`src/fmrt_pkg.sv`:
```
package fmrt_pkg;

    ////////////////////
    // Core sizing
    ////////////////////
    localparam int XLEN            = 32;     // Data word width
    localparam int NUM_HARTS       = 4;      // Must equal pipeline depth
    localparam int HART_ID_W       = 2;
    localparam int SPM_WORDS       = 1024;
    localparam int SPM_ADDR_W      = 10;     // Word address bits
    localparam int HART_CODE_WORDS = 128;    // Code region per hart
    localparam int REG_ADDR_W      = 5;
    localparam int NUM_REGS        = 32;     // GPRs per hart

    ////////////////////
    // Host port
    ////////////////////
    localparam int               AXI_ADDR_W  = 16;
    localparam logic [15:0]      CTRL_ADDR   = 16'h1000;  // Bit 0 starts a run
    localparam logic [15:0]      STATUS_ADDR = 16'h1004;  // Active mask, all-idle
    localparam logic [1:0]       RESP_OKAY   = 2'b00;
    localparam logic [1:0]       RESP_SLVERR = 2'b10;

    ////////////////////
    // RV32I encodings
    ////////////////////
    localparam logic [6:0]  OPC_OP_IMM = 7'b0010011;
    localparam logic [6:0]  OPC_OP     = 7'b0110011;
    localparam logic [6:0]  OPC_LOAD   = 7'b0000011;
    localparam logic [6:0]  OPC_STORE  = 7'b0100011;
    localparam logic [6:0]  OPC_SYSTEM = 7'b1110011;
    localparam logic [31:0] INSN_ECALL = 32'h0000_0073;

    typedef logic [HART_ID_W-1:0]  hart_id_t;
    typedef logic [XLEN-1:0]       word_t;
    typedef logic [SPM_ADDR_W-1:0] spm_addr_t;
    typedef logic [REG_ADDR_W-1:0] reg_addr_t;

    typedef enum logic [3:0] {
        OP_NOP, OP_ADDI, OP_ADD, OP_SUB, OP_AND,
        OP_OR, OP_XOR, OP_LW, OP_SW, OP_ECALL
    } op_e;

    typedef enum logic {HS_IDLE, HS_ACTIVE} hart_state_e;

    typedef struct packed {
        logic      valid;
        hart_id_t  hid;
        word_t     pc;
        word_t     insn;
    } if_id_t;

    typedef struct packed {
        logic      valid;
        hart_id_t  hid;
        op_e       op;
        reg_addr_t rd;
        word_t     opa;      // rs1 value
        word_t     opb;      // rs2 value
        word_t     imm;      // I or S immediate
        word_t     sdata;    // Store data
    } id_ex_t;

    typedef struct packed {
        logic      valid;
        hart_id_t  hid;
        op_e       op;
        reg_addr_t rd;
        word_t     result;   // ALU result or byte address
        word_t     sdata;
    } ex_mem_t;

    typedef struct packed {
        logic      we;
        hart_id_t  hid;
        reg_addr_t rd;
        word_t     data;
    } wb_t;

    typedef struct packed {
        logic      valid;
        logic      write;
        spm_addr_t addr;
        word_t     wdata;
    } spm_req_t;

endpackage
```
`src/ex_stage.sv`:
```
`timescale 1ns/100ps

module ex_stage (
    input  logic               i_clk,
    input  logic               i_arst_n,
    input  fmrt_pkg::id_ex_t   i_id_ex,
    output fmrt_pkg::ex_mem_t  o_ex_mem
);
    import fmrt_pkg::*;

    word_t result;

    always_comb begin
        case (i_id_ex.op)
            OP_ADD:               result = i_id_ex.opa + i_id_ex.opb;
            OP_SUB:               result = i_id_ex.opa - i_id_ex.opb;
            OP_AND:               result = i_id_ex.opa & i_id_ex.opb;
            OP_OR:                result = i_id_ex.opa | i_id_ex.opb;
            OP_XOR:               result = i_id_ex.opa ^ i_id_ex.opb;
            OP_ADDI, OP_LW, OP_SW: result = i_id_ex.opa + i_id_ex.imm;   // Byte addr for mem
            default:              result = '0;
        endcase
    end

    always_ff @(posedge i_clk or negedge i_arst_n) begin
        if (!i_arst_n)
            o_ex_mem <= '0;
        else
            o_ex_mem <= '{valid: i_id_ex.valid, hid: i_id_ex.hid, op: i_id_ex.op,
                          rd: i_id_ex.rd, result: result, sdata: i_id_ex.sdata};
    end

endmodule

```
`config.mk`:
```
export PLATFORM = sky130hd
export DESIGN_NAME = ex_stage
export DESIGN_NICKNAME = d
export VERILOG_FILES = /design/src/fmrt_pkg.sv /design/src/ex_stage.sv
export SDC_FILE = /design/constraint.sdc
export NUM_CORES = 1
export LEC_CHECK = 0
export ABC_AREA = 1
export BUFFER_PORTS_ARGS = -buffer_cell sky130_fd_sc_hd__buf_2
export CAP_MARGIN = 20
export CORE_ASPECT_RATIO = 1.2
export CORE_MARGIN = 2
export CORE_UTILIZATION = 47
export CTS_CLUSTER_DIAMETER = 60
export DETAILED_ROUTE_END_ITERATION = 10
export PLACE_DENSITY = 0.79
export SLEW_MARGIN = 40
export SYNTH_ARGS = -nofsm -noshare
export SYNTH_HDL_FRONTEND = slang
export SYNTH_SLANG_ARGS = --single-unit
```
`constraint.sdc`:
```
create_clock -name i_clk -period 1.05 [get_ports i_clk]
set_input_delay 0.105 -clock i_clk [delete_from_list [all_inputs] [get_ports i_clk]]
set_output_delay 0.105 -clock i_clk [all_outputs]
set_load 0.02 [all_outputs]
```
==> run metrics, run 1 <==
Mapped Nets=1222; clk sinks=76; die width=115 um; GR Overflow Total=227; dpl hpwl=22600 um; largest net degree at the start of global routing=33; Mapped Avg Cell Area=7.14 um^2; synth unique cells=48; Port Buffer Count=217; Die H=137 um; Clock H-tree levels=3; main area contributors after synthesis=dfrtp_1 (27%), ha_1 (18%), nand2_1 (12%); Yosys Warn Count=0; Final GP Congestion=1.01; Total Routing Usage GR=0.831; Synth Instances=977; Stop Error=[ERROR GRT-0232] Routing congestion too high. Check the congestion heatmap in the GUI.; ys flop type=dfrtp_1; outcome=stopped before the end; Syn Std Cell Area=6980 um^2; CTS Buf Count=9; Synth top area share=0.273; Placed Area=10300 um^2; cell taking the most area after synthesis=dfrtp_1; Post-synth ARST share=1.00; Worst EP kind=register input; Yosys reg bits=76; Root Buffer=clkbuf_16; Rows=48; EDFF count, synth=0; sequential share of the synthesized area=0.273; Halt Stage=global routing (5_1_grt); Max Root-Sink Buffers=2; DP Cell Count=1613; worst endpoint after global-route timing repair=o_ex_mem[63]$_DFF_PN0_/D; Ports=218; Starting Density=0.482
kinds of logic after synthesis:
family,Yosys count,share of synthesized area
buffers and inverters,138,0.0800
xor gates and xnor gates,12,0.0151
AOI/OAI and AO/OA,177,0.159
adders and majority gates,103,0.186
and+or+nand+nor,471,0.287
DFF,76,0.273
metrics by stage:
stage | utilization | hold WS [ns] | setup slack (ns)
after detailed placement | 0.712 | -0.00139 | -2.23
after floorplan | - | -0.191 | -1.36
after global placement | 0.712 | -0.00629 | -2.33
after CTS | 0.830 | 0.167 | -1.45
what timing repair did:
| action | CTS |
|---|---|
| endpoints found under the hold margin | 120 |
| setup endpoints to repair | 32 |
| hold buffers | 45 |
| pin swaps | 79 |
| setup buffers | 23 |
| resized for setup | 213 |
| gates cloned | 3 |
synth_stat cells (2+ instances only):
library cell / count
nor2_4: 3
a22oi_1: 2
nor3_2: 2
nand2_1: 215
nor4_1: 2
o21a_1: 4
buf_2: 11
or2_2: 6
o21ai_1: 6
o2111ai_1: 5
nor2_2: 5
a21o_1: 5
nor2_1: 139
inv_2: 3
a32oi_1: 2
dfrtp_1: 76
xor2_1: 3
nand3_2: 2
clkbuf_1: 7
a21oi_1: 47
a221oi_1: 28
a31oi_1: 16
o21ai_0: 48
xnor2_1: 9
ha_1: 102
nand2_2: 3
nand3_1: 65
inv_1: 112
o311ai_1: 3
o21bai_1: 4
nor3_1: 12
nand4_1: 12
buf_6: 3
metal layers:
metal  overflow  track usage
met4         80        0.899
met3         14        0.700
met2        131        0.993
met5          0        0.293
met1          2        0.794
==> run 2: changes to the inputs <==
--- a/config.mk
+++ b/config.mk
@@ -8,12 +8,10 @@
 export ABC_AREA = 1
 export BUFFER_PORTS_ARGS = -buffer_cell sky130_fd_sc_hd__buf_2
 export CAP_MARGIN = 20
-export CORE_ASPECT_RATIO = 1.2
 export CORE_MARGIN = 2
-export CORE_UTILIZATION = 47
-export CTS_CLUSTER_DIAMETER = 60
+export CORE_UTILIZATION = 32
 export DETAILED_ROUTE_END_ITERATION = 10
-export PLACE_DENSITY = 0.79
+export PLACE_DENSITY_LB_ADDON = 0.15
 export SLEW_MARGIN = 40
 export SYNTH_ARGS = -nofsm -noshare
 export SYNTH_HDL_FRONTEND = slang
==> run metrics, run 2 <==
Port Buffer Count=217; vias in the first global route=8921; sequential share of the synthesized area=0.273; CP endpoint kind=register; GR Overflow Total=0; layout cells sized above 1=0.553; Root Buffer=clkbuf_16; CTS tree=done; Tot Pwr=14.4 mW; Syn Std Cell Area=6980 um^2; relative slew slack=0.616; final setup margin=-1.56 ns; initial antenna violation count=0; Ports=218; ANT nets after route=0; most common library cell in the layout ignoring fill and taps=buf_4; first-pass GRT wire length=47700 um; largest net degree at the start of global routing=52; cell family with most CP delay=compound AO/OA/AOI/OAI gates; Final period util=2.49; Arr. time, crit path=2.84 ns; iteration-0 DRC count of the detailed router=537; crit path kind=primary input to register; biggest regs=o_ex_mem: 76 flops; Final setup viols=33; clk sinks=76; Slowest cell on crit path=ha_4; CTS Buf Count=9; unrepaired setup endpoints after global routing=yes; Die H=152 um; Seq pwr share=0.228; Internal=8.74 mW; Sw Ratio=0.395; die width=152 um; Critical Path Fanout Max=4; Yosys reg bits=76; Leak=6.68 nW; Crit path required time=1.28 ns; final hold viol count=0; dpl hpwl=24200 um; Synth Instances=977; Synth top area share=0.273; Rows=54; Max Root-Sink Buffers=2; Largest register FFs=76; list of most frequent post-synthesis cells=nand2_1 (215), nor2_1 (139), inv_1 (112), ha_1 (102), dfrtp_1 (76); Starting Density=0.323; violated checks=negative setup slack; Clock H-tree levels=3; fill cell count=1873; highest-count cells in the layout ignoring fill and taps=buf_4 (250), buf_2 (206), nand2_1 (156), nor2_1 (89), inv_1 (86); synth unique cells=48; CP cell instances=buf_8, clkinvlp_4, ha_4, buf_6, nand3_4, nor2_4, nand2_4, nor2_4, buf_4, nor2_1, nand2_1, a31oi_4, ha_4, a21oi_4, o21ai_2, a21oi_2, nand2_2, a21oi_2, buf_4, nand3_1, nand3_1, nand2_1; DRT Pass-1 Iters=5; Max Cap Viol=0; P per Cell Area=1070 nW/um^2; die footprint=23000 um^2; cell taking the most area after synthesis=dfrtp_1; Max VDD drop=0.687 mV; max frequency=0.383 GHz; synth-to-layout area growth=93.0%; ANT cells=0; post-layout util=0.623; Period minus WS final=2.61 ns; Mapped Avg Cell Area=7.14 um^2; most common cell in the netlist=nand2_1; Total Routing Usage GR=0.273; Vias=9284; CP startpoint kind=primary input; Post-route DRC=0; WL/cell=18.3 um; Post-synth ARST share=1.00; sw power=5.70 mW; Buf+Inv Stages, Crit Path=5; Via density=5.10; max incr delay on CP=0.26 ns; HP Class=primary input to async pin; Worst Tran Pin Value=0.576 ns; Reg with most FFs=o_ex_mem; EDFF count, synth=0; Logic pwr share=0.539; Yosys Warn Count=0; Post-Route WL=33200 um; ys flop type=dfrtp_1; outcome=finished with violations; NumNets Final=1780; core area=21600 um^2; Mapped Nets=1222; main area contributors after synthesis=dfrtp_1 (27%), ha_1 (18%), nand2_1 (12%); Clock power frac=0.233; Max Slew Vio Count=0; CTS clk-pin slew, worst paths=0.08 ns; Final GP Congestion=0.975
==> run 2: cell families after synthesis <==
family / Yosys count / synth area share
simple gates: 471 / 0.287
fa+ha+maj: 103 / 0.186
flops: 76 / 0.273
buf+inv: 138 / 0.0800
xor+xnor: 12 / 0.0151
compound gates: 177 / 0.159
==> run 2: metrics by stage <==
step | setup TNS (ns) | hold slack, ns | setup slack [ns] | cell area, um^2 | instances
2_1_floorplan | -36.18 | -0.191 | -1.36 | 7200 | 977
3_3_place_gp | -57.76 | -0.0330 | -2.18 | 10600 | 1705
3_5_place_dp | -57.58 | -0.0332 | -2.17 | 10600 | 1705
4_1_cts | -39.47 | 0.121 | -1.47 | 12600 | 1790
5_1_grt | -45.34 | 0.139 | -1.75 | 13500 | 1820
6_report | -41.64 | 0.126 | -1.56 | 13500 | 1820
==> run 2: routing by layer <==
| metal | up-vias | routed length (um) | track usage | share of wire |
|---|---|---|---|---|
| met2 | 388 | 15900 | 0.473 | 0.48 |
| li1 | 4405 | - | - | - |
| met3 | 90 | 2240 | 0.0341 | 0.068 |
| met4 | 0 | 1360 | 0.103 | 0.041 |
| met1 | 4401 | 13700 | 0.345 | 0.41 |
| met5 | - | 0 | 0 | 0 |
==> run 2: final timing paths <==
path	from	end	slack [ns]	cells past startpoint
max	i_id_ex[64]	o_ex_mem[63]$_DFF_PN0_	-1.56	22
min	i_arst_n	o_ex_mem[55]$_DFF_PN0_	0.13	2
max in group asynchronous	i_arst_n	o_ex_mem[58]$_DFF_PN0_	0.38	3
min in group i_clk	i_id_ex[96]	o_ex_mem[32]$_DFF_PN0_	0.15	4
==> run 2: final cells by class <==
cell class,count,area (um^2),share of cell area
clock buffer,10,229,0.0170
clock inverter,6,71.3,0.00530
timing repair buffer,568,4310,0.320
sequential,76,1900,0.141
inverter,115,468,0.0348
tap,280,350,0.0260
multi-input combinational,765,6130,0.455
==> run 2: timing repair <==
| action | 4_1_cts | 5_1_grt |
|---|---|---|
| resized for setup | 258 | 175 |
| cloned | 4 | 2 |
| setup endpoints to repair | 33 | 33 |
| hold buffers | 45 | 0 |
| setup buffers | 27 | 30 |
| hold endpoints to repair | 120 | 0 |
| pin swaps | 96 | 81 |
==> run 2: power groups by stage <==
stage,clock network (mW),logic (mW),registers (mW)
2_1_floorplan,0,2.32,3.72
3_3_place_gp,0,5.40,3.35
3_5_place_dp,0,5.43,3.34
4_1_cts,3.46,6.74,3.29
5_1_grt,3.53,8.31,3.32
6_report,3.36,7.79,3.29
(Power assumes the default switching activity.)
==> run 3: changes to the inputs <==
--- a/config.mk
+++ b/config.mk
@@ -11,6 +11,7 @@
 export CORE_MARGIN = 2
 export CORE_UTILIZATION = 32
 export DETAILED_ROUTE_END_ITERATION = 10
+export HOLD_SLACK_MARGIN = 0.02
 export PLACE_DENSITY_LB_ADDON = 0.15
 export SLEW_MARGIN = 40
 export SYNTH_ARGS = -nofsm -noshare
==> constraint.sdc (replaced) <==
create_clock -name i_clk -period 3.4 [get_ports i_clk]
set_input_delay 0.34 -clock i_clk [delete_from_list [all_inputs] [get_ports i_clk]]
set_output_delay 0.34 -clock i_clk [all_outputs]
set_load 0.02 [all_outputs]
==> run metrics, run 3 (synthesis gave the netlist of run 2 again) <==
CTS clk-pin slew, worst paths=0.07 ns; vias in the first global route=7322; Arr. time, crit path=3.35 ns; cell family with most CP delay=compound AO/OA/AOI/OAI gates; die footprint=23000 um^2; Critical Path Fanout Max=38; Period minus WS final=3.12 ns; Via density=5.06; Reg with most FFs=o_ex_mem; synth-to-layout area growth=33.6%; CP endpoint kind=register; hold endpoint=o_ex_mem[18]$_DFF_PN0_; postcts setup bufs=0; P per Cell Area=374 nW/um^2; die width=152 um; GR Overflow Total=0; fill cell count=2320; Worst Tran Pin Value=0.685 ns; HP Class=primary input to register; Port Buffer Count=217; highest-count cells in the layout ignoring fill and taps=buf_2 (216), nand2_1 (215), nor2_1 (137), inv_1 (112), ha_1 (102); Post-route DRC=0; Fin Hold WS=0.0860 ns; DRT Pass-1 Iters=5; Total Routing Usage GR=0.238; Max VDD drop=0.179 mV; Slowest cell on crit path=o211ai_1; clk sinks=76; outcome=finished clean; Final GP Congestion=0.964; Max Cap Viol=0; Leak=4.93 nW; final instance area=9320 um^2; NumNets Final=1511; first-pass GRT wire length=40800 um; max frequency=0.321 GHz; crit path kind=primary input to register; CP cell instances=buf_2, inv_1, nor2_1, a21oi_2, nand2_2, buf_12, inv_1, o21ai_0, o211ai_1, ha_1, a21oi_1, o21ai_0, o21bai_1, a21oi_1, xor2_1, o21ai_1; WL/cell=17.8 um; Post-Route WL=27600 um; dpl hpwl=22500 um; Starting Density=0.323; ANT nets after route=0; largest net degree at the start of global routing=58; Crit path required time=3.63 ns; Root Buffer=clkbuf_16; initial antenna violation count=4; core area=21600 um^2; HP Start=i_id_ex[18]; Max Root-Sink Buffers=2; CTS tree=done; Die H=152 um; final hold viol count=0; Largest register FFs=76; Max Slew Vio Count=0; Ports=218; relative slew slack=0.544; Rows=54; CP startpoint kind=primary input; Final period util=0.916; layout cells sized above 1=0.277; CTS Buf Count=9; Placed Area=8970 um^2; Vias=7853; Final setup viols=0; biggest regs=o_ex_mem: 76 flops; max incr delay on CP=0.40 ns; iteration-0 DRC count of the detailed router=522; unrepaired setup endpoints after global routing=no; Clock H-tree levels=3; hold depth=1; most common library cell in the layout ignoring fill and taps=buf_2; Buf+Inv Stages, Crit Path=4
-- run 3: how the worst max path moves through the flow --
stage	start	end	slack [ns]	cells after the start
2_1_floorplan	i_id_ex[136]	o_ex_mem[50]$_DFF_PN0_	0.52	21
3_3_place_gp	i_id_ex[66]	o_ex_mem[48]$_DFF_PN0_	-0.42	16
3_5_place_dp	i_id_ex[66]	o_ex_mem[48]$_DFF_PN0_	-0.36	16
4_1_cts	i_id_ex[66]	o_ex_mem[50]$_DFF_PN0_	0.09	19
5_1_grt	i_id_ex[64]	o_ex_mem[56]$_DFF_PN0_	0.01	21
6_report	i_id_ex[133]	o_ex_mem[48]$_DFF_PN0_	0.28	16
-- run 3: per-layer routing --
metal | GRT usage | part of all wire | up-vias
met5 | 0 | 0.0010 | -
met1 | 0.323 | 0.45 | 3630
li1 | - | - | 3859
met3 | 0.0389 | 0.077 | 44
met2 | 0.385 | 0.45 | 314
met4 | 0.0796 | 0.023 | 6
-- run 3: stage by stage --
| stage | std cells | setup slack (ns) | total power, mW | util | TNS, ns |
|---|---|---|---|---|---|
| 2_1_floorplan | 977 | 0.516 | 1.82 | - | 0 |
| 3_3_place_gp | 1534 | -0.415 | 2.44 | 0.414 | -3.25 |
| 3_5_place_dp | 1534 | -0.361 | 2.43 | 0.415 | -2.28 |
| 4_1_cts | 1550 | 0.0919 | 3.51 | 0.429 | 0 |
| 5_1_grt | 1551 | 0.0133 | 3.71 | 0.431 | 0 |
| 6_report | 1552 | 0.284 | 3.48 | 0.431 | 0 |
-- run 3: layout make-up --
| cell class | count | area, um^2 | share of cell area |
|---|---|---|---|
| antenna | 1 | 2.50 | 0.000269 |
| clock buffer | 10 | 229 | 0.0246 |
| clock inverter | 6 | 73.8 | 0.00792 |
| inverter | 115 | 432 | 0.0463 |
| multi-input combinational | 763 | 4570 | 0.490 |
| sequential | 76 | 1900 | 0.204 |
| tap | 280 | 350 | 0.0376 |
| timing repair buffer | 301 | 1760 | 0.189 |
-- run 3: timing repair --
item,4_1_cts,5_1_grt
hold endpoints to repair,0,26
setup endpoints to repair,1,14
resized for setup,1,9
hold buffers,0,1
-- run 3: power by group --
part           switching [mW]  total (mW)  internal [mW]
clock                   0.467        1.05          0.579
combinational           0.875        1.42          0.544
sequential             0.0275        1.02          0.990
